`config.mk`:
```
export PLATFORM = sky130hd
export DESIGN_NAME = alu_unit
export DESIGN_NICKNAME = d
export VERILOG_FILES = /design/src/logic/ooo_isa_pkg.sv /design/src/logic/ooo_core_pkg.sv /design/src/logic/alu_unit.sv
export SDC_FILE = /design/constraint.sdc
export NUM_CORES = 1
export LEC_CHECK = 0
export ABC_AREA = 1
export BUFFER_PORTS_ARGS = -buffer_cell sky130_fd_sc_hd__buf_2
export CORE_ASPECT_RATIO = 0.6
export CORE_MARGIN = 1
export CORE_UTILIZATION = 59
export DETAILED_ROUTE_END_ITERATION = 16
export PLACE_DENSITY = 0.95
export SYNTH_ARGS = -nofsm -noshare
export SYNTH_HDL_FRONTEND = slang
export SYNTH_SLANG_ARGS = --single-unit
```
`constraint.sdc`:
```
create_clock -name clk -period 5.4 [get_ports clk]
set_input_delay 0 -clock clk [delete_from_list [all_inputs] [get_ports clk]]
set_output_delay 0 -clock clk [all_outputs]
set_load 0.01 [all_outputs]
```
`src/logic/ooo_isa_pkg.sv`:
```
package ooo_isa_pkg;

    localparam int data_width = 16;
    localparam int num_regs = 8;

    typedef logic [$clog2(num_regs)-1:0] reg_idx_t;
    typedef logic [data_width-1:0] data_t;

    // li loads the 8-bit immediate, zero-extended
    // mul goes to the multiplier, all others to the ALU
    typedef enum logic [2:0] {
        add,
        sub,
        and_op,
        xor_op,
        li,
        mul
    } op_e;

endpackage
```
`src/logic/ooo_core_pkg.sv`:
```
package ooo_core_pkg;

    localparam int tag_width = 4;
    localparam int num_tags = 2 ** tag_width;
    localparam int birthday_width = 8;
    localparam int alu_rs_depth = 4;
    localparam int mul_rs_depth = 2;

    // tag 0 means the value sits in the register file
    typedef logic [tag_width-1:0] tag_t;
    typedef logic [birthday_width-1:0] birthday_t;

    typedef struct packed {
        logic                valid;
        ooo_isa_pkg::op_e      op;
        ooo_isa_pkg::reg_idx_t rd;
        ooo_isa_pkg::reg_idx_t rs1;
        ooo_isa_pkg::reg_idx_t rs2;
        logic [7:0]          imm;
    } dispatch_t;

    typedef struct packed {
        logic               valid;
        ooo_isa_pkg::op_e   op;
        tag_t               rs1_tag;
        tag_t               rs2_tag;
        logic               rs1_ready;
        logic               rs2_ready;
        ooo_isa_pkg::data_t rs1_value;
        ooo_isa_pkg::data_t rs2_value;
        tag_t               rd_tag;
        birthday_t          birthday;
    } rs_entry_t;

    typedef struct packed {
        logic               valid;
        ooo_isa_pkg::op_e   op;
        ooo_isa_pkg::data_t a;
        ooo_isa_pkg::data_t b;
        tag_t               rd_tag;
    } issue_t;

    typedef struct packed {
        logic               valid;
        tag_t               tag;
        ooo_isa_pkg::data_t value;
    } cdb_t;

endpackage

```
`src/logic/alu_unit.sv`:
```
`timescale 1ns/1ns

module alu_unit (
    input  logic                 clk,
    input  logic                 reset,
    input  ooo_core_pkg::issue_t issue,
    input  logic                 grant,
    output logic                 busy,
    output ooo_core_pkg::cdb_t   result
);
    import ooo_isa_pkg::*;

    data_t alu_value;

    always_comb begin
        case (issue.op)
            add:     alu_value = issue.a + issue.b;
            sub:     alu_value = issue.a - issue.b;
            and_op:  alu_value = issue.a & issue.b;
            xor_op:  alu_value = issue.a ^ issue.b;
            li:      alu_value = issue.a;
            default: alu_value = '0;
        endcase
    end

    // result held until the arbiter takes it
    assign busy = result.valid && !grant;

    always_ff @(posedge clk) begin
        if (reset) begin
            result.valid <= 1'b0;
        end else if (!busy) begin
            result.valid <= issue.valid;
            result.tag <= issue.rd_tag;
            result.value <= alu_value;
        end
    end

endmodule

```
# After elaboration in Yosys (flattened, before gate mapping)
# Index checks and enable logic that the tools add are counted.
[op_classes]
muxes = 1
add_sub_neg = 2
n_reduce_logical = 4
n_eq_ne = 4
bitwise_logic = 4
[ops]
columns = ["cell", "n"]
rows = [
  ["case mux 16 bit (5 select lines)", 1],
  ["adder 16 bit", 1],
  ["AND 16 bit", 1],
  ["subtractor 16 bit", 1],
  ["bitwise XOR 16 bit", 1],
  ["== test 3 x 2 -> 1 bit (second input constant)", 2],
  ["== test 3 x 1 -> 1 bit (second input constant)", 1],
  ["== test 3 bit (second input constant)", 1],
  ["logical NOT 3 bit", 1],
  ["inverter 1 bit", 2],
  ["AND reduction 2 bit", 1],
  ["logical AND 1 bit", 1],
  ["logical NOT 1 bit", 1],
]
[totals]
ff_bits = 21
output_inout_bits = 22
in_bits = 43
elab_cells = 18

# Depth between registers and ports, before layout
[logic_depth]
word_depth = 4
ltp_mapped = 21

# Least setup slack after synthesis
# Ideal clock, no wire load.
[synth_timing]
path_type = "input to register"
startpoint = "input port issue[5] (netlist name)"
endpoint = "register result[15] (netlist name) (data pin)"
arrival_time_ns = 1.814
cell_stages = 17
setup_time_ns = 0.260
slack_ns = 3.325
path_cell_list = "inv_1 ha_1 nand3_1 nor2_4 nand2_2 o31ai_2 xor2_1 ha_1 nand2_1 inv_1 nand2_1 nor3_1 nand2_1 nand3_1 nand2_1 nand3_1 nand2_1"
[synth_between]
elab_chain_len = 2
elab_cells_between_ends = 3
[synth_rtl]
columns = ["element", "line", "rtl"]
rows = [
  ["start: declaration", "alu_unit.sv:6", "input ooo_core_pkg::issue_t issue,"],
  ["subtractor 16 bit / adder 16 bit (equally long branches)", "alu_unit.sv:18, alu_unit.sv:17", ""],
  ["case mux 16 bit (5 select lines) (*)", "alu_unit.sv:16", "case (issue.op)"],
  ["named net alu_value[15]", "alu_unit.sv:13", "data_t alu_value;"],
  ["end: declaration", "alu_unit.sv:9", "output ooo_core_pkg::cdb_t result"],
]
# The timed path passes the listed nets; every way through them passes the cells marked *.
# A chain may end at the register's enable or synchronous reset.

# Worst setup path in the final report
[layout_timing]
startpoint = "input port issue[38] (netlist name)"
endpoint = "register result[15] (netlist name) (data pin)"
[layout_between]
elab_chain_len = 2
elab_cells_between_ends = 6
[layout_rtl]
columns = ["element", "line"]
rows = [
  ["== test 3 bit, or another cell as far along", "alu_unit.sv:16"],
  ["case mux 16 bit (5 select lines) (*)", "alu_unit.sv:16"],
  ["named net alu_value[15]", "alu_unit.sv:13"],
]
# Marks and branches as above.

==> flow_summary.toml <==
[outcome]
status = "complete, no violations"

[yosys]
synth_ff_type = "edfxtp_1"
seq_area_frac_synth = 0.244
ys_types = 36
synthCells = 357
avgSynthCellArea_um2 = 7.13
syn_nets = 433
ys_top_cells_by_area = "edfxtp_1, ha_1, nand2_1"
yosysTopAreaCell = "edfxtp_1"
synth_edf_count = 20
synth_top_area_frac = 0.236
synth_seq_cells = 21
synth_warnings = 0
syn-cell-area_mm2 = 0.00254
synth-async-reset-ratio = 0

[routing]
avgRoutedWirePerCell_um = 14.4
drt_pass1_iterations = 5
route.detailed.drc = 0
vias = 2687
wl_um = 7000
via_per_inst = 5.51
postRouteAntennaNets = 0
drt-initial-drc-count = 224

[hold_path]
hold_path.class = "in -> reg"
min_from = "issue[24]"
min_to = "result[4]"
holdPathStages = 3

[cts]
cts_hold_buf = 6
cts_tree = "yes"
ctsLongestPathBuffers = 2
post_cts_resized = 0
cts_sinks = 21
cts_setup_buffers = 0
cts.clk_slew.worst_paths_ns = 0.08
numCtsBuffers = 3
insertion_delay_ns = 0.26
h-tree-depth = 1
cts_root_buffer = "clkbuf_8"

[grt]
grt_max_degree = 21
groute.usage.overall = 0.324
grt_pass1_wl_um = 11100
grt_remaining_overflow = 0
antenna_found_initial = 0
grt_pass1_vias = 2430

[flow_run]
cap_viol_max_count = 0

[final_layout]
area_growth_pct = 18.5
reg_top3 = "result x21"
largest_reg_flops = 21
nets = 505
fin_area_mm2 = 0.00302
regMostFlops = "result"
n_fill_cell = 339
diodes = 0
drive_above_1_share = 0.222
multi_input_area_mm2 = 0.00168
regArea_um2 = 621

[critical_path]
cp_max_fo = 14
slowest_delay_ns = 0.40
worstSetupPathType = "in -> reg"
crit_path_cell_trace = "buf_2 -> nor2_4 -> nand2_4 -> inv_2 -> nor2_2 -> nor2_2 -> o21ai_2 -> xor2_1 -> ha_1 -> nand2_1 -> nor3_1 -> nand2_1 -> nand3_1 -> nand2_1 -> nand3_1 -> nand2_1"
r2r_slack_ns = 4.11
slowest_stage = "ha_1"
cp.arrival_ns = 2.53
crit_top_cell = "nand2_1"
crit-reg2reg-launch = "result[20]"
r2r_end = "result[20]"
worst_setup_path_start_kind = "input port"
cp-end-kind = "register"
ff2ff_path_depth = 5
path_buf_inv = 2
critPathTopFamily = "simple AND/OR/NAND/NOR gates"
crit_required_ns = 5.41

[sta]
min_period_over_period = 0.467
hold_viol = 0
finalSetupViolations = 0
rsz0062_at_grt = "no"
slew_headroom = 0.217
fmaxAchievable_mhz = 397
holdWs_ns = 0.0919
fin_tns_setup_ns = 0
worst_slew_pin_slew_ns = 1.17
min_period_ns = 2.52
finClkSkew_ns = 0.00578
drv_slew = 0

[power]
p_per_area_mw_per_mm2 = 186
power.leakage_nw = 1.58
power_uw = 560
max-vdd-ir-drop_mv = 0.0868

[floorplan]
boundaryPins = 65
start_util = 0.617
die_area_mm2 = 0.00459
die_y_um = 52.9
core_mm2 = 0.00412
fp.dieW_um = 86.8
fp-row-count = 18

[place]
gp_routability_congestion = 1.05
numPortBuffers = 64
placement.cell_area_mm2 = 0.00291
dp_hpwl_um = 5600
## worst max path at each step
| stage | cells after the start | start | to |
|---|---|---|---|
| final | 16 | issue[38] | result[15] |
| after global routing | 16 | issue[38] | result[15] |
| after CTS | 16 | issue[38] | result[15] |
| after detailed placement | 16 | issue[38] | result[15] |
| after global placement | 17 | issue[38] | result[15] |
| after floorplan | 17 | issue[5] | result[15] |
## synth_stat cells, types with 3 or more instances
| master | n |
|---|---|
| nand2_1 | 104 |
| inv_1 | 50 |
| ha_1 | 32 |
| nor2_1 | 30 |
| nand3_1 | 23 |
| edfxtp_1 | 20 |
| a21oi_1 | 16 |
| xor2_1 | 9 |
| nand4_1 | 8 |
| o21ai_0 | 8 |
| a221oi_1 | 7 |
| xnor2_1 | 5 |
| inv_2 | 4 |
| nand3b_1 | 4 |
| or2_2 | 4 |
| buf_6 | 3 |
| nand2_2 | 3 |
| nor2_2 | 3 |
| nor2_4 | 3 |
| nor3_1 | 3 |
| o21ai_2 | 3 |
## cells in the final DEF (no fill, tap or decap), types with 3 or more instances in the layout
cell type | Yosys | routed
nand4_1 | 8 | 8
o21ai_0 | 8 | 8
edfxtp_1 | 20 | 20
nor2_1 | 30 | 30
nand3b_1 | 4 | 4
a221oi_1 | 7 | 7
nor2_4 | 3 | 3
buf_2 | 1 | 64
o21ai_2 | 3 | 3
ha_1 | 32 | 32
inv_2 | 4 | 4
nor3_1 | 3 | 3
dlygate4sd3_1 | 0 | 6
a21oi_1 | 16 | 16
or2_2 | 4 | 4
inv_1 | 50 | 50
clkbuf_8 | 0 | 3
xnor2_1 | 5 | 5
nand3_1 | 23 | 23
nand2_1 | 104 | 104
nor2_2 | 3 | 3
nand2_2 | 3 | 3
xor2_1 | 9 | 9
## routing by layer
metal | track usage | up-vias | part of all wire
li1 | - | 1328 | -
met1 | 0.445 | 1183 | 0.44
met2 | 0.514 | 162 | 0.43
met3 | 0.0764 | 14 | 0.12
met4 | 0.0806 | 0 | 0.011
met5 | 0 | - | 0
## metrics by stage
step                      setup WS, ns  cells  utilization
after detailed placement          2.71    478        0.706
after global routing              2.69    488        0.732
after CTS                         2.98    488        0.732
after floorplan                   3.33    357            -
after global placement            2.80    478        0.706
final                             2.88    488        0.732
## worst register-to-register path, delay by kind of cell (launching register included)
kind                   cells  cell delay [ns]
DFF                        1             0.33
and+or+nand+nor            3             0.33
buffers and inverters      2             0.58
## where the power goes
group | switching (mW) | total, mW | internal [mW]
Sequential | 0.00300 | 0.201 | 0.198
Clock | 0.0512 | 0.103 | 0.0514
Combinational | 0.161 | 0.257 | 0.0955
## cells by family (layout without fill, tap and decap cells)
kind of cell             Yosys count  count (layout)  share of synthesized area
AO/OA/AOI/OAI                     43              43                      0.116
XOR/XNOR                          14              14                     0.0482
adder cells (fa/ha/maj)           33              33                      0.165
buffers and inverters             58             129                     0.0949
flip-flops                        21              21                      0.244
AND/OR/NAND/NOR                  188             188                      0.332
## cell type report
type                       count  share of cell area
multi-input combinational    278               0.558
tap                           60              0.0249
timing repair buffer          71               0.129
clock inverter                 1             0.00166
sequential                    21               0.206
clock buffer                   3              0.0137
inverter                      54              0.0672
Power figures use the tool's default switching activity.
