$ cat src/logic/ooo_isa_pkg.sv
package ooo_isa_pkg;

    localparam int data_width = 16;
    localparam int num_regs = 8;

    typedef logic [$clog2(num_regs)-1:0] reg_idx_t;
    typedef logic [data_width-1:0] data_t;

    // li loads the 8-bit immediate, zero-extended
    // mul goes to the multiplier, all others to the ALU
    typedef enum logic [2:0] {
        add,
        sub,
        and_op,
        xor_op,
        li,
        mul
    } op_e;

endpackage
$ cat src/logic/ooo_core_pkg.sv
package ooo_core_pkg;

    localparam int tag_width = 4;
    localparam int num_tags = 2 ** tag_width;
    localparam int birthday_width = 8;
    localparam int alu_rs_depth = 4;
    localparam int mul_rs_depth = 2;

    // tag 0 means the value sits in the register file
    typedef logic [tag_width-1:0] tag_t;
    typedef logic [birthday_width-1:0] birthday_t;

    typedef struct packed {
        logic                valid;
        ooo_isa_pkg::op_e      op;
        ooo_isa_pkg::reg_idx_t rd;
        ooo_isa_pkg::reg_idx_t rs1;
        ooo_isa_pkg::reg_idx_t rs2;
        logic [7:0]          imm;
    } dispatch_t;

    typedef struct packed {
        logic               valid;
        ooo_isa_pkg::op_e   op;
        tag_t               rs1_tag;
        tag_t               rs2_tag;
        logic               rs1_ready;
        logic               rs2_ready;
        ooo_isa_pkg::data_t rs1_value;
        ooo_isa_pkg::data_t rs2_value;
        tag_t               rd_tag;
        birthday_t          birthday;
    } rs_entry_t;

    typedef struct packed {
        logic               valid;
        ooo_isa_pkg::op_e   op;
        ooo_isa_pkg::data_t a;
        ooo_isa_pkg::data_t b;
        tag_t               rd_tag;
    } issue_t;

    typedef struct packed {
        logic               valid;
        tag_t               tag;
        ooo_isa_pkg::data_t value;
    } cdb_t;

endpackage

$ cat src/logic/reservation_station.sv
`timescale 1ns/1ns

module reservation_station #(
    parameter int depth = ooo_core_pkg::alu_rs_depth
) (
    input  logic                    clk,
    input  logic                    reset,
    input  ooo_core_pkg::rs_entry_t entry_in,
    input  logic                    write,
    input  ooo_core_pkg::cdb_t      cdb,
    input  logic                    unit_busy,
    output logic                    full,
    output ooo_core_pkg::issue_t    issue
);
    import ooo_core_pkg::*;

    rs_entry_t [depth-1:0] slots;
    // one past the youngest birthday written here
    birthday_t next_birthday;

    logic [depth-1:0] rs1_ok;
    logic [depth-1:0] rs2_ok;
    logic [depth-1:0] ready;
    int free_idx;
    int sel_idx;
    logic found;
    birthday_t best_age;
    logic issue_fire;
    logic do_write;

    // operands already held or arriving on the CDB right now
    always_comb begin
        for (int i = 0; i < depth; i++) begin
            rs1_ok[i] = slots[i].rs1_ready || (cdb.valid && cdb.tag == slots[i].rs1_tag);
            rs2_ok[i] = slots[i].rs2_ready || (cdb.valid && cdb.tag == slots[i].rs2_tag);
            ready[i] = slots[i].valid && rs1_ok[i] && rs2_ok[i];
        end
    end

    always_comb begin
        free_idx = 0;
        full = 1'b1;
        for (int i = depth - 1; i >= 0; i--) begin
            if (!slots[i].valid) begin
                free_idx = i;
                full = 1'b0;
            end
        end
    end

    assign do_write = write && !full;

    // oldest = largest distance back from next_birthday, safe across wrap
    always_comb begin
        birthday_t age;
        found = 1'b0;
        sel_idx = 0;
        best_age = '0;
        for (int i = 0; i < depth; i++) begin
            age = next_birthday - slots[i].birthday;
            if (ready[i] && (!found || age > best_age)) begin
                found = 1'b1;
                sel_idx = i;
                best_age = age;
            end
        end
    end

    assign issue_fire = found && !unit_busy;

    always_comb begin
        issue.valid = issue_fire;
        issue.op = slots[sel_idx].op;
        issue.rd_tag = slots[sel_idx].rd_tag;
        // forward from CDB when the operand is woken this cycle
        issue.a = slots[sel_idx].rs1_ready ? slots[sel_idx].rs1_value : cdb.value;
        issue.b = slots[sel_idx].rs2_ready ? slots[sel_idx].rs2_value : cdb.value;
    end

    always_ff @(posedge clk) begin
        if (reset) begin
            next_birthday <= '0;
        end else if (do_write) begin
            next_birthday <= entry_in.birthday + 1'b1;
        end

        for (int i = 0; i < depth; i++) begin
            if (reset) begin
                slots[i].valid <= 1'b0;
            end else if (do_write && i == free_idx) begin
                slots[i] <= entry_in;
            end else if (issue_fire && i == sel_idx) begin
                slots[i].valid <= 1'b0;
            end else if (slots[i].valid && cdb.valid) begin
                if (!slots[i].rs1_ready && slots[i].rs1_tag == cdb.tag) begin
                    slots[i].rs1_value <= cdb.value;
                    slots[i].rs1_ready <= 1'b1;
                end
                if (!slots[i].rs2_ready && slots[i].rs2_tag == cdb.tag) begin
                    slots[i].rs2_value <= cdb.value;
                    slots[i].rs2_ready <= 1'b1;
                end
            end
        end
    end

endmodule

$ cat config.mk
export PLATFORM = sky130hd
export DESIGN_NAME = reservation_station
export DESIGN_NICKNAME = d
export VERILOG_FILES = /design/src/logic/ooo_isa_pkg.sv /design/src/logic/ooo_core_pkg.sv /design/src/logic/reservation_station.sv
export SDC_FILE = /design/constraint.sdc
export NUM_CORES = 1
export LEC_CHECK = 0
export BUFFER_PORTS_ARGS = -buffer_cell sky130_fd_sc_hd__clkbuf_2
export CAP_MARGIN = 20
export CELL_PAD_IN_SITES_DETAIL_PLACEMENT = 0
export CELL_PAD_IN_SITES_GLOBAL_PLACEMENT = 1
export CORE_UTILIZATION = 40
export CTS_BUF_LIST = sky130_fd_sc_hd__clkbuf_8
export CTS_CLUSTER_DIAMETER = 50
export CTS_CLUSTER_SIZE = 8
export DETAILED_ROUTE_END_ITERATION = 8
export PLACE_DENSITY = 0.7
export SLEW_MARGIN = 20
export SYNTH_ARGS = -nofsm -noshare
export SYNTH_HDL_FRONTEND = slang
export SYNTH_SLANG_ARGS = --single-unit
$ cat constraint.sdc
create_clock -name clk -period 10.9 [get_ports clk]
set_input_delay 0.545 -clock clk [delete_from_list [all_inputs] [get_ports clk]]
set_output_delay 0.545 -clock clk [all_outputs]
set_load 0.01 [all_outputs]
==> Word level (Yosys, flattened, before mapping) <==
Cells that the tools add are included.
{ "word_totals": {"regBits": 240, "out_inout_bits": 41, "elab_cells": 231} }
{ "op_classes": {"n_addsub": 5, "magnitude_cmp": 4, "n_eq_ne": 26, "n_mux": 59, "bitwise_logic": 1, "n_reduce_logical": 95} }
{ "op_table": {"columns": ["cell", "n"], "rows": [
  ["34-bit two-way mux", 12],
  ["16-bit two-way mux", 10],
  ["32-bit two-way mux", 5],
  ["3-bit by 32-bit == test with 1-bit output (first input constant)", 4],
  ["58-bit binary-select mux with 2-bit select", 1],
  ["57-bit two-way mux", 2],
  ["2-bit by 32-bit == test with 1-bit output (first input constant)", 2],
  ["4-bit == test", 16],
  ["32-bit logical NOT", 2],
  ["1-bit logical AND", 41],
  ["32-bit by 4-bit less-than comparator with 1-bit output (second input constant)", 1],
  ["4-bit AND reduction", 8],
  ["2-bit nonzero test", 16],
  ["8-bit subtractor", 4],
  ["1-bit two-way mux", 25],
  ["8-bit > comparator", 3],
  ["8-bit two-way mux", 3],
  ["1-bit logical NOT", 13],
  ["1-bit logical OR", 11],
  ["8-bit by 1-bit adder with 8-bit output (second input constant)", 1],
  ["2-bit != test (second input constant)", 4],
  ["2-bit AND reduction", 4],
  ["2-bit two-way mux", 1],
  ["1-bit NOT", 1]
]} }

==> Logic depth before layout (Yosys ltp) <==
{ "depth": {"word_depth": 22, "ltp_mapped": 42, "ltp_nobuf": 35} }

==> Worst setup path before layout <==
Ideal clock, no wire load.
{ "synth_path": {"kind": "reg2reg", "from": "reg next_birthday[1]", "to": "reg slots[12] (netlist bit), enable pin", "setup_time_ns": 0.419, "arrival_ns": 8.394, "t_required_ns": 10.481, "path_slack_ns": 2.087, "stages_incl_launch_ff": 39, "cell_sequence": "dfxtp_1 ha_1 nor2b_1 o21ai_0 a21oi_1 o21ai_0 a21oi_1 xnor2_1 nand2_1 ha_1 nand3_1 nor2_1 a32oi_1 a211oi_4 nor2_2 clkbuf_1 nor2_1 a21oi_1 [... 3 more ...] o211ai_1 a21o_1 buf_2 buf_2 clkbuf_1 nor2_1 a21o_1 ha_1 nor2b_1 o21ai_0 nand2b_1 a21oi_1 o31a_1 o211ai_2 nor2_1 clkbuf_1 a211o_1 o32ai_1"} }
{ "synth_via": {"elab_chain_len": 18, "elab_cells_between_ends": 29, "classes_between": "4 x add/sub; 3 x order compare; 1 x eq/ne; 9 x mux; 12 x reduce/logical"} }
{ "synth_lines": {"columns": ["item", "line", "rtl"], "rows": [
  ["start: declaration", "reservation_station.sv:19", "birthday_t next_birthday;"],
  ["start signal: assignment", "reservation_station.sv:84", "next_birthday <= entry_in.birthday + 1'b1;"],
  ["8-bit subtractor", "reservation_station.sv:60", "age = next_birthday - slots[i].birthday;"],
  ["8-bit two-way mux", "reservation_station.sv:61", "if (ready[i] && (!found || age > best_age)) begin"],
  ["8-bit > comparator", "reservation_station.sv:61", null],
  ["1-bit logical OR", "reservation_station.sv:61", null],
  ["1-bit logical AND", "reservation_station.sv:61", null],
  ["8-bit two-way mux / 1-bit two-way mux (equally long branches)", "reservation_station.sv:61", null],
  ["8-bit > comparator / 1-bit logical NOT (equally long branches)", "reservation_station.sv:61", null],
  ["1-bit logical OR", "reservation_station.sv:61", null],
  ["[... 2 more ...]", null, null],
  ["8-bit > comparator / 1-bit logical NOT (equally long branches)", "reservation_station.sv:61", null],
  ["1-bit logical OR", "reservation_station.sv:61", null],
  ["1-bit logical AND", "reservation_station.sv:61", null],
  ["32-bit two-way mux / 1-bit two-way mux (equally long branches)", "reservation_station.sv:61", null],
  ["32-bit logical NOT / 1-bit logical AND (equally long branches)", "reservation_station.sv:92, reservation_station.sv:69", null],
  ["1-bit logical AND *", "reservation_station.sv:92", "end else if (issue_fire && i == sel_idx) begin"],
  ["2-bit != test (no source line) *", null, null],
  ["4-bit AND reduction (no source line) *", null, null],
  ["end signal: indexed assignment", "reservation_station.sv:91", "slots[i] <= entry_in;"],
  ["end: declaration", "reservation_station.sv:17", "rs_entry_t [depth-1:0] slots;"]
]} }
Mark *: on every way between the ends. The rest lies on a longest branch, timed or not.
A chain may end at the register's enable or synchronous reset.

==> flow_metrics.tcl <==
set metrics [dict create \
    insertion_delay_ns 0.54 \
    die_h_um 181.9 \
    grt_max_degree 67 \
    grt_pass1_vias 9576 \
    clockRootBuffer "clkbuf_8" \
    synthMuxAreaShare_pct 3.597 \
    ir_worst_vdd_uv 58.81 \
    ant_nets 0 \
    dpl_cell_area_mm2 0.01409 \
    cts_tree "done" \
    startpoint "next_birthday[1]$_SDFFE_PP0P_" \
    rsz0062_at_grt "no" \
    relSlewSlack_pct 26.58 \
    io_buffers 123 \
    synth_compound_area_share_pct 10.93 \
    synth.area.top_cells "edfxtp_1 53%, nand2_1 11%, ha_1 5.1%" \
    leakage_nw 6.020 \
    synth-simple-area-share_pct 17.07 \
    timing.reg2reg.setup_slack_ns 1.50 \
    async_reset_ff_share_pct 0 \
    tightestPinTransition_ns 1.095 \
    slowest_delay_ns 0.69 \
    ys_warn_count 0 \
    clockBufferDepth 3 \
    arrival_ns 9.55 \
    ys_types 62 \
    synth_top_family_by_area "simple AND/OR/NAND/NOR gates" \
    ios 124 \
    crit_path_top_delay_cell "buf_4" \
    pwr-share-clk_pct 34.1 \
    synth-seq-cells 240 \
    drive_above_1_share_pct 17.99 \
    synth_largest_area_cell "edfxtp_1" \
    post-route-period-util_pct 92.57 \
    p_per_area_mw_per_mm2 136.5 \
    postLayoutCoreUtil_pct 46.39 \
    synth_edf_count 228 \
    ys_dominant_reg_cell "edfxtp_1" \
    grt_usage_pct 22.93 \
    wl_per_cell_um 21.10 \
    drtIter0Drc 729 \
    power_switching_share_pct 26.34 \
    num_rows 65 \
    diodes 0 \
    reg2reg_from "next_birthday[1]$_SDFFE_PP0P_" \
    slew_violations 0 \
    cell_internal_pwr_w 0.001479 \
    antenna_found_initial 0 \
    drc 0 \
    start_kind "register" \
    syn2layout_area_growth_pct 13.71 \
    start_util_pct 40.79 \
    r2r-end "slots[193]$_DFFE_PP_" \
    cts_setup_buffers 0 \
    reg2reg_depth 34 \
    cp-endpoint "issue[4]" \
    htreeDepth 2 \
    fin_crit_ns 10.09 \
    combPwrFrac_pct 13.8 \
    grt_pass1_wl_mm 57.17 \
    synth-seq-area-share_pct 54.77 \
    place_congestion 0.8149 \
    syn-cell-area_mm2 0.01294 \
    core_mm2 0.03172 \
    setup_tns_ns 0 \
    fp.dieW_um 181.9 \
    power_switching_w 0.0005289 \
    hold_viol 0 \
    post_cts_resize_count 0 \
    final_net_count 1488 \
    clock_sinks 240 \
    critPathRequiredTime_ns 10.36 \
    end_kind "primary output" \
    path_clk_slew_ns 0.06 \
    cp_max_fo 66 \
    place_hpwl_mm 24.85 \
    cts_buffers 37 \
    yosys.area_share.xor_xnor_pct 4.265 \
    setup_viol 0 \
    dieArea_mm2 0.03307 \
    fmaxAchievable_ghz 0.09910 \
    hold_buffers 0 \
    crit_buf_inv 2 \
    finClkSkew_ns 0.02116 \
    hold_class "in2reg" \
    cap_viol_max_count 0 \
    critical_path_class "reg2out" \
    avgSynthCellArea_um2 10.61 \
    fin_total_pwr_w 0.002008 \
    holdWs_ns 0.2319 \
    pwr-share-seq_pct 52.1 \
    routed_wl_mm 37.22 \
    cp.depth 34 \
    syn_nets 1360 \
    synth.top_cell.area_share_pct 52.92 \
    vias_per_cell 5.388 \
    vias 9504 \
    grt-ovfl-total 0 \
    firstDrtPassIters 5 \
    synth_fa_ha_area_share_pct 5.744 \
    syn_inst 1220 \
    outcome "completed" \
    fin_area_mm2 0.01471 \
    cp_top_family "compound AO/OA/AOI/OAI gates" \
]
[placed cells by master (no fill, tap or decap), drive strengths merged, types with 4 or more instances in the layout]
cell type and instances:
nor2b 8, nand2b 13, nor3 15, ha 53, nand3 39, nand4 4, nand2 374, a21oi 60
fa 4, and3 5, o32ai 4, a211oi 10, a221o 40, o21ai 14, mux2 32, clkbuf 160
buf 26, or3 6, nor2 55, o21bai 5, inv 58, xnor2 26, a21o 13, edfxtp 228
dfxtp 12, a211o 4, a22oi 17, xor2 37
[worst min path at each step]
stage,startpoint,end,slack (ns),depth (start not counted)
floorplan,next_birthday[0]$_SDFFE_PP0P_,next_birthday[0]$_SDFFE_PP0P_,0.48,2
global placement,next_birthday[0]$_SDFFE_PP0P_,next_birthday[0]$_SDFFE_PP0P_,0.49,2
detailed placement,next_birthday[0]$_SDFFE_PP0P_,next_birthday[0]$_SDFFE_PP0P_,0.49,2
CTS,entry_in[53],slots[111]$_DFFE_PP_,0.21,1
global route,entry_in[53],slots[111]$_DFFE_PP_,0.21,1
finish,entry_in[9],slots[183]$_DFFE_PP_,0.23,1
[state kept, by name, indices dropped and copies added, names as in the netlist]
register and flops:
slots 232, next_birthday 8
[final cells by class]
class / instances / area (µm²)
sequential: 240 / 7087
timing repair buffer: 149 / 810.8
inverter: 48 / 180.2
clock inverter: 16 / 105.1
fill: 3009 / 17010
tap: 402 / 503.0
multi-input combinational: 872 / 5518
clock buffer: 37 / 509.2
[cells in the mapped netlist (2+ instances only)]
library cell    n
nand2_1       374
edfxtp_1      228
a21oi_1        59
nor2_1         54
ha_1           53
inv_1          48
a221o_1        40
nand3_1        39
xor2_1         37
clkbuf_1       35
xnor2_1        26
mux2_4         20
a22oi_1        15
buf_2          15
a21o_1         13
o21ai_0        13
dfxtp_1        12
nand2b_1       12
mux2_1         11
nor3_1         11
a211oi_1        9
nor2b_1         8
or3_1           6
and3_1          5
o21bai_1        5
a211o_1         4
buf_4           4
buf_6           4
fa_1            4
nand4_1         4
o32ai_1         4
a22o_1          3
and2_1          3
mux2i_1         3
nor3_2          3
or2_1           3
a21boi_0        2
a31oi_1         2
a32oi_1         2
buf_1           2
nor4_1          2
o211ai_1        2
o31a_1          2
[cells by family (layout without fill, tap and decap cells)]
group	count (synthesis)	in the layout
AND/OR/NAND/NOR	529	529
AO/OA/AOI/OAI	188	188
adder cells (fa/ha/maj)	57	57
multiplexers	35	35
XOR/XNOR	63	63
flip-flops	240	240
buffers and inverters	108	250
[routing by layer]
| layer | vias to the layer above | global-route usage, % | part of all wire (%) |
|---|---|---|---|
| li1 | 4580 | - | - |
| met1 | 4529 | 30.33 | 44 |
| met2 | 326 | 38.48 | 47 |
| met3 | 69 | 3.911 | 6.2 |
| met4 | 0 | 6.958 | 2.5 |
| met5 | - | 0 | 0 |
[power by group through the flow]
stage          registers [W]  logic [W]  clock network, W
2_1_floorplan        0.00106   0.000175                 0
3_3_place_gp         0.00106   0.000275                 0
3_5_place_dp         0.00106   0.000277                 0
4_1_cts              0.00105   0.000279          0.000698
5_1_grt              0.00105   0.000310          0.000734
6_report             0.00105   0.000278          0.000685
[per-stage QoR]
step,setup WS [ns],instances
6_report,0.8095,1764
4_1_cts,0.6029,1764
5_1_grt,0.04047,1764
2_1_floorplan,2.087,1220
3_5_place_dp,1.193,1711
3_3_place_gp,1.288,1711
Note: power is estimated with default switching activity, not from simulation.
