===== config.mk =====
export PLATFORM = sky130hd
export DESIGN_NAME = cdb_arbiter
export DESIGN_NICKNAME = d
export VERILOG_FILES = /design/src/logic/ooo_isa_pkg.sv /design/src/logic/ooo_core_pkg.sv /design/src/logic/cdb_arbiter.sv
export SDC_FILE = /design/constraint.sdc
export NUM_CORES = 1
export LEC_CHECK = 0
export BUFFER_PORTS_ARGS = -buffer_cell sky130_fd_sc_hd__buf_2
export CORE_UTILIZATION = 27
export DETAILED_ROUTE_END_ITERATION = 7
export GPL_ROUTABILITY_DRIVEN = 0
export GPL_TIMING_DRIVEN = 0
export PLACE_DENSITY = 0.92
export SLEW_MARGIN = 0
export SYNTH_ARGS = -nofsm -noshare
export SYNTH_HDL_FRONTEND = slang
export SYNTH_SLANG_ARGS = --single-unit

===== constraint.sdc =====
create_clock -name clk -period 1.32 [get_ports clk]
set_input_delay 0.066 -clock clk [delete_from_list [all_inputs] [get_ports clk]]
set_output_delay 0.066 -clock clk [all_outputs]
set_load 0.02 [all_outputs]

===== src/logic/ooo_isa_pkg.sv =====
package ooo_isa_pkg;

    localparam int data_width = 16;
    localparam int num_regs = 8;

    typedef logic [$clog2(num_regs)-1:0] reg_idx_t;
    typedef logic [data_width-1:0] data_t;

    // li loads the 8-bit immediate, zero-extended
    // mul goes to the multiplier, all others to the ALU
    typedef enum logic [2:0] {
        add,
        sub,
        and_op,
        xor_op,
        li,
        mul
    } op_e;

endpackage

===== src/logic/ooo_core_pkg.sv =====
package ooo_core_pkg;

    localparam int tag_width = 4;
    localparam int num_tags = 2 ** tag_width;
    localparam int birthday_width = 8;
    localparam int alu_rs_depth = 4;
    localparam int mul_rs_depth = 2;

    // tag 0 means the value sits in the register file
    typedef logic [tag_width-1:0] tag_t;
    typedef logic [birthday_width-1:0] birthday_t;

    typedef struct packed {
        logic                valid;
        ooo_isa_pkg::op_e      op;
        ooo_isa_pkg::reg_idx_t rd;
        ooo_isa_pkg::reg_idx_t rs1;
        ooo_isa_pkg::reg_idx_t rs2;
        logic [7:0]          imm;
    } dispatch_t;

    typedef struct packed {
        logic               valid;
        ooo_isa_pkg::op_e   op;
        tag_t               rs1_tag;
        tag_t               rs2_tag;
        logic               rs1_ready;
        logic               rs2_ready;
        ooo_isa_pkg::data_t rs1_value;
        ooo_isa_pkg::data_t rs2_value;
        tag_t               rd_tag;
        birthday_t          birthday;
    } rs_entry_t;

    typedef struct packed {
        logic               valid;
        ooo_isa_pkg::op_e   op;
        ooo_isa_pkg::data_t a;
        ooo_isa_pkg::data_t b;
        tag_t               rd_tag;
    } issue_t;

    typedef struct packed {
        logic               valid;
        tag_t               tag;
        ooo_isa_pkg::data_t value;
    } cdb_t;

endpackage


===== src/logic/cdb_arbiter.sv =====
`timescale 1ns/1ns

module cdb_arbiter (
    input  logic               clk,
    input  logic               reset,
    input  ooo_core_pkg::cdb_t alu_result,
    input  ooo_core_pkg::cdb_t mul_result,
    output logic               alu_grant,
    output logic               mul_grant,
    output ooo_core_pkg::cdb_t cdb
);

    // set when the multiplier won the last contested or single grant
    logic mul_won_last;

    assign alu_grant = alu_result.valid && (!mul_result.valid || mul_won_last);
    assign mul_grant = mul_result.valid && (!alu_result.valid || !mul_won_last);

    always_comb begin
        cdb = '0;
        if (alu_grant) begin
            cdb = alu_result;
        end else if (mul_grant) begin
            cdb = mul_result;
        end
    end

    always_ff @(posedge clk) begin
        if (reset) begin
            mul_won_last <= 1'b0;
        end else if (alu_grant) begin
            mul_won_last <= 1'b0;
        end else if (mul_grant) begin
            mul_won_last <= 1'b1;
        end
    end

endmodule


# Word-level counts from Yosys, hierarchy flattened
# Index checks and enable logic that the tools add are counted.
# op_classes
muxes	2
reduce_logical	8
# ops
op	n
two-way mux 21 bit	2
zero test 1 bit	3
logical AND 1 bit	2
logical OR 1 bit	2
OR reduction 2 bit	1
# totals
ff_bits	1
in_bits	44
out_inout_bits	23
word_cells	11

# Depth between registers and ports, before layout
# Gate-level depths: netlist (run 1).
# depth
word_depth	5
mapped_depth	3
depth_no_buf	2

# Worst setup path after synthesis (run 1)
# OpenSTA, ideal clock, no wires.
# synth_path
path_type	register to output
from	reg mul_won_last
to	out cdb[10] (netlist bit)
arrival_time_ns	0.914
t_required_ns	1.254
slack_ns	0.340
path_stages_with_launch	4
path_buffers	1
path_cell_list	dfxtp_1 -> nand2b_4 -> buf_6 -> a32o_2
# synth_lines
element	line_no	source
from (decl)	cdb_arbiter.sv:14	logic mul_won_last;
from (signal assigned)	cdb_arbiter.sv:30	mul_won_last <= 1'b0;
from (signal assigned)	cdb_arbiter.sv:32	mul_won_last <= 1'b0;
from (signal assigned)	cdb_arbiter.sv:34	mul_won_last <= 1'b1;
to (decl)	cdb_arbiter.sv:10	output ooo_core_pkg::cdb_t cdb

==> qor.csv, run 1 <==
metric,value,unit
synth_nets,77,
status,"complete, no violations",
path_class,reg -> out,
r2r_start,mul_won_last,
seq_area_frac_synth,5.634,%
io_buffers,66,
synth_seq_cells,1,
drt_drc_violations_left,0,
io_pins,67,
crit_path_start_kind,flop,
yosysWarnings,0,
regMostFlops,mul_won_last,
area_growth,97.89,%
cp_max_fo,10,
antenna_found_initial,0,
setup_viol,0,
finalCritPeriodShare,85.05,%
power,0.0003721,W
start_util,30.34,%
power_frac_seq,10.0,%
finalWorstPathRequiredPeriod,1.123,ns
timing.fmax,890.7,MHz
die_y,38.28,µm
intPower,0.0001986,W
arrival,1.06,ns
hold_violations,0,
timing.hold.ws,0.2387,ns
fin_skew,0,ns
switchingPower,0.0001735,W
r2r_end,mul_won_last,
largestRegisters,mul_won_last (1),
first_global_vias,384,
crit_path_cell_trace,nand2b_4 -> buf_6 -> a32o_2 -> buf_2,
grt_usage,15.13,%
gr-total-overflow,0,
drtPass1Iterations,2,
combinationalPowerShare,90.0,%
slowest_stage,dfxtp_1,
ys_types,11,
dp_hpwl,1085,µm
cellLeakagePower,0.4652,nW
ctsResizeCount,0,
ir_drop,245.9,µV
slew_viol_final,0,
fin_nets,145,
min_from,reset,
p_sw_share,46.62,%
worstSkewPairLatency,0,ns
dieArea,1465,µm²
antenna_left,0,
rsz0062_at_grt,false,
hold_depth,2,
worstRegToRegCells,2,
crit_family,flip-flops,
vias,563,
end_kind,output pin,
die_w,38.28,µm
drt-initial-drc-count,3,
post_cts_buffers,0,
holdPathEnd,mul_won_last,
avgSynthCellArea,10.77,µm²
setup_slack,0.1973,ns
r2r_setup_slack,0.59,ns
largest_reg_flops,1,
netlist_instances,33,
fin_setup_tns,0,ns
relSlewSlack,87.05,%
power_frac_clock,0,%
grt_first_pass_wirelength,1635,µm
hold_path.class,in -> reg,
core,1171,µm²
drv_cap,0,
cts_hold_buf,0,
drive_above_1_share,93.94,%
rows,12,
pre_cts_ws,0.1973,ns
totalWireLength,1299,µm
grt_max_degree,11,
crit_buf_inv,2,
cp-startpoint,mul_won_last,
clk_pin_slew,0,ns
synth_area,355.3,µm²
insertedDiodeCount,0,
powerDensity,529.1,nW/µm²
crit_required,1.25,ns
worst_path_largest_cell_delay,0.33,ns
wire_per_inst,11.50,µm
via_per_inst,4.982,
worst_slew_pin_slew,0.1940,ns
per-stage QoR:
step / utilization [%] / std cells / instance area [µm²]
after floorplan: - / 33 / 355.3
after global placement: 60.04 / 113 / 703.2
after detailed placement: 60.04 / 113 / 703.2
after CTS: 60.04 / 113 / 703.2
after global routing: 60.04 / 113 / 703.2
final: 60.04 / 113 / 703.2
logic make-up (layout without fill, tap and decap cells):
kind of cell | after synthesis | after routing | share of synthesized area [%]
AOI/OAI and AO/OA | 22 | 22 | 70.43
buffers and inverters | 6 | 72 | 15.49
DFF | 1 | 1 | 5.634
and+or+nand+nor | 4 | 4 | 8.451
how the worst max path moves through the flow:
stage | endpoint | slack [ns] | depth (start not counted)
5_1_grt | cdb[19] | 0.16 | 4
4_1_cts | cdb[18] | 0.19 | 4
2_1_floorplan | cdb[10] | 0.34 | 3
3_3_place_gp | cdb[4] | 0.21 | 4
3_5_place_dp | cdb[18] | 0.20 | 4
6_report | cdb[10] | 0.20 | 4
cell usage after synthesis:
cell       n  share of area, %
a211oi_1   1               2.1
a21boi_4   1               5.3
a32o_1     1               2.8
a32o_2    19                60
and2_1     1               1.8
buf_2      2               2.8
buf_6      4                13
dfxtp_1    1               5.6
nand2b_4   1               3.9
nor2_1     1               1.1
or2_1      1               1.8
cell type report:
cell class / count / area [µm²]
Tap cell: 14 / 17.52
Timing Repair Buffer: 66 / 330.3
Fill cell: 109 / 467.9
Buffer: 6 / 55.05
Sequential cell: 1 / 20.02
Multi-Input combinational cell: 26 / 280.3
layer usage:
layer	wire, µm	track usage [%]
met2	594	27.97
met5	0	0
met3	153	1.163
met4	0	0
met1	551	19.93
power groups by stage:
stage / registers, W / clock network (W) / logic (W)
after floorplan: 0.0000364 / 0 / 0.000207
after global placement: 0.0000368 / 0 / 0.000330
after detailed placement: 0.0000371 / 0 / 0.000336
after CTS: 0.0000371 / 0 / 0.000337
after global routing: 0.0000373 / 0 / 0.000359
final: 0.0000371 / 0 / 0.000335
cell usage in the layout (no fill, tap or decap), drive strengths merged:
cell type / n
a211oi: 1
a21boi: 1
a32o: 20
and2: 1
buf: 72
dfxtp: 1
nand2b: 1
nor2: 1
or2: 1
worst reg2reg max path: stages, from the launching register on:
cell      delay, ns
dfxtp_1        0.40
nor2_1         0.07
a211oi_1       0.17
Note: power is estimated with default switching activity, not from simulation.
==> inputs of run 2 (changes only) <==
==> constraint.sdc (replaced) <==
create_clock -name clk -period 1.32 [get_ports clk]
set_input_delay 0.264 -clock clk [delete_from_list [all_inputs] [get_ports clk]]
set_output_delay 0.264 -clock clk [all_outputs]
set_load 0.02 [all_outputs]
==> run 2 against run 1 <==
Against the previous run: sequential cell count unchanged; combinational power grew 24%; global-route usage is 0.24 points higher; sequential share of layout area fell by 0.32 points; hold slack improved by 0.19 ns; setup slack got worse by 0.17 ns; highest routed layer unchanged.
==> qor.csv, run 2 (same netlist as run 1, synthesis figures left out) <==
metric,value,unit,change
die_y,38.28,µm,unchanged
regMostFlops,mul_won_last,,
clk_pin_slew,0,ns,unchanged
end_kind,output pin,,
path_class,reg -> out,,
slew_viol_final,0,,unchanged
power,0.0004519,W,+21%
grt_first_pass_wirelength,1656,µm,+1.3%
worstSkewPairLatency,0,ns,unchanged
drive_above_1_share,95.10,%,+1.2 points
cp-startpoint,mul_won_last,,
worst_slew_pin_slew,0.2283,ns,+0.03430 ns
setup_viol,0,,unchanged
cts_hold_buf,0,,unchanged
powerDensity,535.8,nW/µm²,+1.3%
fin_cells,116,,+2.7%
rows,12,,unchanged
timing.fmax,771.9,MHz,-13%
cellLeakagePower,0.5112,nW,+9.9%
crit_path_start_kind,flop,,
layout_common_cells,"47 x buf_2, 19 x buf_6, 19 x a32o_2, 8 x buf_4",,
start_util,30.34,%,unchanged
slowest_stage,dfxtp_2,,
finalCritPeriodShare,98.14,%,+13 points
ir_drop,330.4,µV,+34%
r2r_start,mul_won_last,,
hold_violations,0,,unchanged
insertedDiodeCount,0,,unchanged
crit_path_cell_trace,nand2b_4 -> buf_6 -> a32o_2 -> buf_4,,
vias,598,,+6.2%
drv_cap,0,,unchanged
drtPass1Iterations,4,,+2
fin_nets,148,,+2.1%
hold_path.class,in -> reg,,
antenna_left,0,,unchanged
fin_skew,0,ns,unchanged
crit_buf_inv,2,,unchanged
die_w,38.28,µm,unchanged
antenna_found_initial,0,,unchanged
crit_required,1.06,ns,-0.19 ns
arrival,1.03,ns,-0.03 ns
relSlewSlack,84.74,%,-2.3 points
dieArea,1465,µm²,unchanged
largestRegisters,mul_won_last (1),,
area_growth,137.3,%,
drt-initial-drc-count,3,,unchanged
place_inst,113,,unchanged
totalWireLength,1457,µm,+12%
largest_reg_flops,1,,unchanged
grt_usage,15.38,%,+0.24 points
grt_max_degree,11,,unchanged
cp_max_fo,10,,unchanged
worst_path_largest_cell_delay,0.33,ns,about the same
min_from,reset,,
gr-total-overflow,0,,unchanged
wire_per_inst,12.56,µm,+9.3%
via_per_inst,5.155,,+3.5%
io_pins,67,,unchanged
pre_cts_ws,-0.004129,ns,-0.2014 ns
crit_family,flip-flops,,
finalWorstPathRequiredPeriod,1.295,ns,+0.1727 ns
status,"complete, no violations",,
first_global_vias,387,,+0.78%
io_buffers,66,,unchanged
layout_commonest_cell,buf_2,,
dp_hpwl,1085,µm,unchanged
rsz0062_at_grt,false,,
drt_drc_violations_left,0,,unchanged
setup_slack,0.02458,ns,-0.1727 ns
core,1171,µm²,unchanged
==> run 2: per-layer routing <==
layer	global-route usage [%]	up-vias	routed length, µm
met4	0	0	0
met3	1.163	0	152
met5	0	-	0
met1	19.93	263	567
met2	28.81	39	738
li1	-	296	-
==> run 2: repair_timing <==
action / in CTS / in global routing
resized for setup: 3 / 39
cloned: 0 / 2
setup buffers: 0 / 1
endpoints found under the setup margin: 6 / 19
pin swaps: 0 / 2
==> run 2: final cells by class <==
type / count / area, µm²
Fill cell: 87 / 327.8
Sequential cell: 1 / 21.27
Buffer: 6 / 55.05
Tap cell: 14 / 17.52
Multi-Input combinational cell: 26 / 280.3
Timing Repair Buffer: 69 / 469.2
==> run 2: final timing paths <==
check / cells past startpoint / to / slack [ns]
worst min register to register: 1 / mul_won_last / 0.49
worst max register to register: 2 / mul_won_last / 0.64
worst max-delay path: 4 / cdb[14] / 0.02
worst min-delay path: 2 / mul_won_last / 0.43
==> run 2: through the flow <==
step	util, %	setup TNS [ns]	area, µm²	hold WS, ns
global placement	60.04	0	703.2	0.4317
CTS	60.68	0	710.7	0.4352
finish	72.01	0	843.3	0.4291
global route	72.01	0	843.3	0.4375
detailed placement	60.04	-0.004129	703.2	0.4427
floorplan	-	0	355.3	0.3425
==> run 2: report_power, final <==
part	total (W)	internal (W)	switching [W]
Combinational	0.000414	0.000230	0.000184
Clock	0	0	0
Sequential	0.0000380	0.0000339	0.00000401
Total	0.000452	0.000264	0.000188
==> inputs of run 3 (changes only) <==
--- a/config.mk
+++ b/config.mk
@@ -5,12 +5,14 @@
 export SDC_FILE = /design/constraint.sdc
 export NUM_CORES = 1
 export LEC_CHECK = 0
-export BUFFER_PORTS_ARGS = -buffer_cell sky130_fd_sc_hd__buf_2
-export CORE_UTILIZATION = 27
+export ABC_AREA = 1
+export CORE_AREA = 2 2 39 41
 export DETAILED_ROUTE_END_ITERATION = 7
+export DIE_AREA = 0 0 41 43
+export DONT_BUFFER_PORTS = 1
 export GPL_ROUTABILITY_DRIVEN = 0
 export GPL_TIMING_DRIVEN = 0
-export PLACE_DENSITY = 0.92
+export PLACE_DENSITY = 0.5
 export SLEW_MARGIN = 0
 export SYNTH_ARGS = -nofsm -noshare
 export SYNTH_HDL_FRONTEND = slang
==> run 3 against run 2 <==
Against the previous run: via count decreased by 9.4%; synthesized area increased by 8.1%; setup slack gained 0.075 ns; die area grew 20%; synthesized cell count is 140% higher; combinational power is 50% lower; sequential power is 9.2% lower; fmax is 6.1% higher; clock skew unchanged; register-to-register slack worse by 0.33 ns; sequential share of layout area grew 2.4 points; final cell count down 18%; critical endpoint is now cdb[9]; largest cell class is now multi-input gates; highest routed layer unchanged.
==> qor.csv, run 3 <==
metric,value,unit,change
status,"complete, no violations",,
via_per_inst,5.705,,+11%
clk_pin_slew,0,ns,unchanged
powerDensity,590.8,nW/µm²,+10%
synth_area_leaders,"nand3_1 53%, nand2_1 23%, buf_2 7.8%, dfxtp_1 5.2%, buf_4 3.9%",,
ir_drop,237.0,µV,-28%
wire_per_inst,12.83,µm,+2.2%
placed_area,404.1,µm²,-43%
drt-initial-drc-count,5,,+2
grt_usage,12.39,%,-3.0 points
yosysWarnings,0,,unchanged
slowest_stage,dfxtp_1,,
synth_ff_type,dfxtp_1,,
drive_above_1_share,11.39,%,-84 points
antenna_found_initial,0,,unchanged
largestRegisters,mul_won_last (1),,
die_y,43,µm,+12%
finalCritPeriodShare,92.48,%,-5.7 points
worstSkewPairLatency,0,ns,unchanged
largest_reg_flops,1,,unchanged
start_util,27.76,%,-2.6 points
die_w,41,µm,+7.1%
relSlewSlack,65.73,%,-19 points
r2r_setup_slack,0.31,ns,-0.33 ns
crit_required,1.06,ns,about the same
synth_seq_cells,1,,unchanged
cellLeakagePower,0.2307,nW,-55%
setup_viol,0,,unchanged
synth.most_common_cell,nand3_1,,
post_cts_buffers,0,,unchanged
drtPass1Iterations,4,,unchanged
fin_util,29.39,%,-43 points
gr-total-overflow,0,,unchanged
io_buffers,0,,-100%
dieArea,1763,µm²,+20%
crit_path_start_kind,flop,,
dp_hpwl,1012,µm,-6.8%
synth_top_area_share,53.42,%,-6.8 points
synth_area,384.1,µm²,+8.1%
worst_path_largest_cell_delay,0.32,ns,about the same
avgSynthCellArea,4.862,µm²,-55%
synth_nets,123,,+60%
drv_cap,0,,unchanged
async_flop_share,0,%,unchanged
layout_commonest_cell,nand3_1,,
hold_path.class,in -> reg,,
antenna_left,0,,unchanged
ys_types,9,,-2
synth_edf_count,0,,unchanged
rsz0062_at_grt,false,,
fin_setup_tns,0,ns,unchanged
pre_cts_ws,0.09440,ns,+0.09853 ns
fin_nets,125,,-16%
netlist_instances,79,,+140%
crit_top_cell,nand2_1,,
seq_area_frac_synth,5.212,%,-0.42 points
cp_max_fo,10,,unchanged
arrival,0.96,ns,-0.07 ns
insertedDiodeCount,0,,unchanged
layout_common_cells,"41 x nand3_1, 23 x nand2_1, 6 x buf_2, 2 x inv_1, 2 x buf_4",,
final_area,406.6,µm²,-52%
place_inst,95,,-16%
vias,542,,-9.4%
grt_max_degree,11,,unchanged
hold_depth,2,,unchanged
synth_common_cells,"41 x nand3_1, 24 x nand2_1, 6 x buf_2",,
cts_hold_buf,0,,unchanged
yosys.area.top_type,nand3_1,,
rows,14,,+2
finalWorstPathRequiredPeriod,1.221,ns,-0.07470 ns
core,1384,µm²,+18%
path_class,reg -> out,,
timing.fmax,819.2,MHz,+6.1%
fin_skew,0,ns,unchanged
slew_viol_final,0,,unchanged
totalWireLength,1219,µm,-16%
fin_cells,95,,-18%
worstRegToRegCells,3,,+1
worst_slew_pin_slew,0.5140,ns,+0.2857 ns
area_growth,5.863,%,
first_global_vias,441,,+14%
hold_violations,0,,unchanged
crit_path_cell_trace,inv_1 -> nand2_1 -> buf_4 -> nand3_1 -> nand2_1,,
io_pins,67,,unchanged
drt_drc_violations_left,0,,unchanged
grt_first_pass_wirelength,1649,µm,-0.42%
setup_slack,0.09928,ns,+0.07470 ns
regMostFlops,mul_won_last,,
ctsResizeCount,0,,-3
end_kind,output pin,,
[run 3: cell types whose count changed in the layout (fill, tap and decap cells not counted), sizes merged]
cell / previous run / this run
nand3: 0 / 41
a211oi: 1 / 0
o21bai: 0 / 1
buf: 75 / 8
or2: 1 / 0
a21boi: 1 / 0
a32o: 20 / 0
nand2b: 1 / 0
and2: 1 / 0
a21oi: 0 / 1
nand2: 0 / 24
inv: 0 / 2
[run 3: worst paths after layout]
path                       start      endpoint
hold / removal    mul_result[20]  mul_won_last
setup / recovery    mul_won_last        cdb[9]
setup reg to reg    mul_won_last  mul_won_last
hold reg to reg     mul_won_last  mul_won_last
[run 3: layout make-up]
class / count / area, µm²
fill: 165 / 977.2
tap: 16 / 20.02
multi-input combinational: 68 / 314.1
sequential: 1 / 20.02
buffer: 8 / 45.04
inverter: 2 / 7.507
[run 3: cells by family (layout without fill, tap and decap cells)]
family | after synthesis | count (layout) | share of synthesized area [%]
buffers and inverters | 10 | 10 | 13.68
AO/OA/AOI/OAI | 2 | 2 | 3.257
flip-flops | 1 | 1 | 5.212
AND/OR/NAND/NOR | 66 | 66 | 77.85
[run 3: through the flow]
step	power, W	hold WS [ns]
final	0.0002402	0.4328
after global routing	0.0002633	0.4751
after CTS	0.0002411	0.4366
after detailed placement	0.0002409	0.4366
after global placement	0.0002378	0.4255
after floorplan	0.0002199	0.4189
[run 3: critical path: cells and delay by family, from the launching register on]
family / cells / cell delay (ns)
simple gates: 3 / 0.39
flops: 1 / 0.32
buf+inv: 2 / 0.25
[run 3: power breakdown]
| group | internal, W | switching, W |
|---|---|---|
| Combinational | 0.0000493 | 0.000156 |
| Clock | 0 | 0 |
| Sequential | 0.0000331 | 0.00000141 |
[run 3: per-layer routing]
| metal | global-route usage [%] | vias up | wire length (µm) |
|---|---|---|---|
| met1 | 12.34 | 222 | 466 |
| li1 | - | 271 | - |
| met3 | 0 | 0 | 175 |
| met5 | 0 | - | 0 |
| met2 | 26.56 | 49 | 577 |
| met4 | 0 | 0 | 0 |
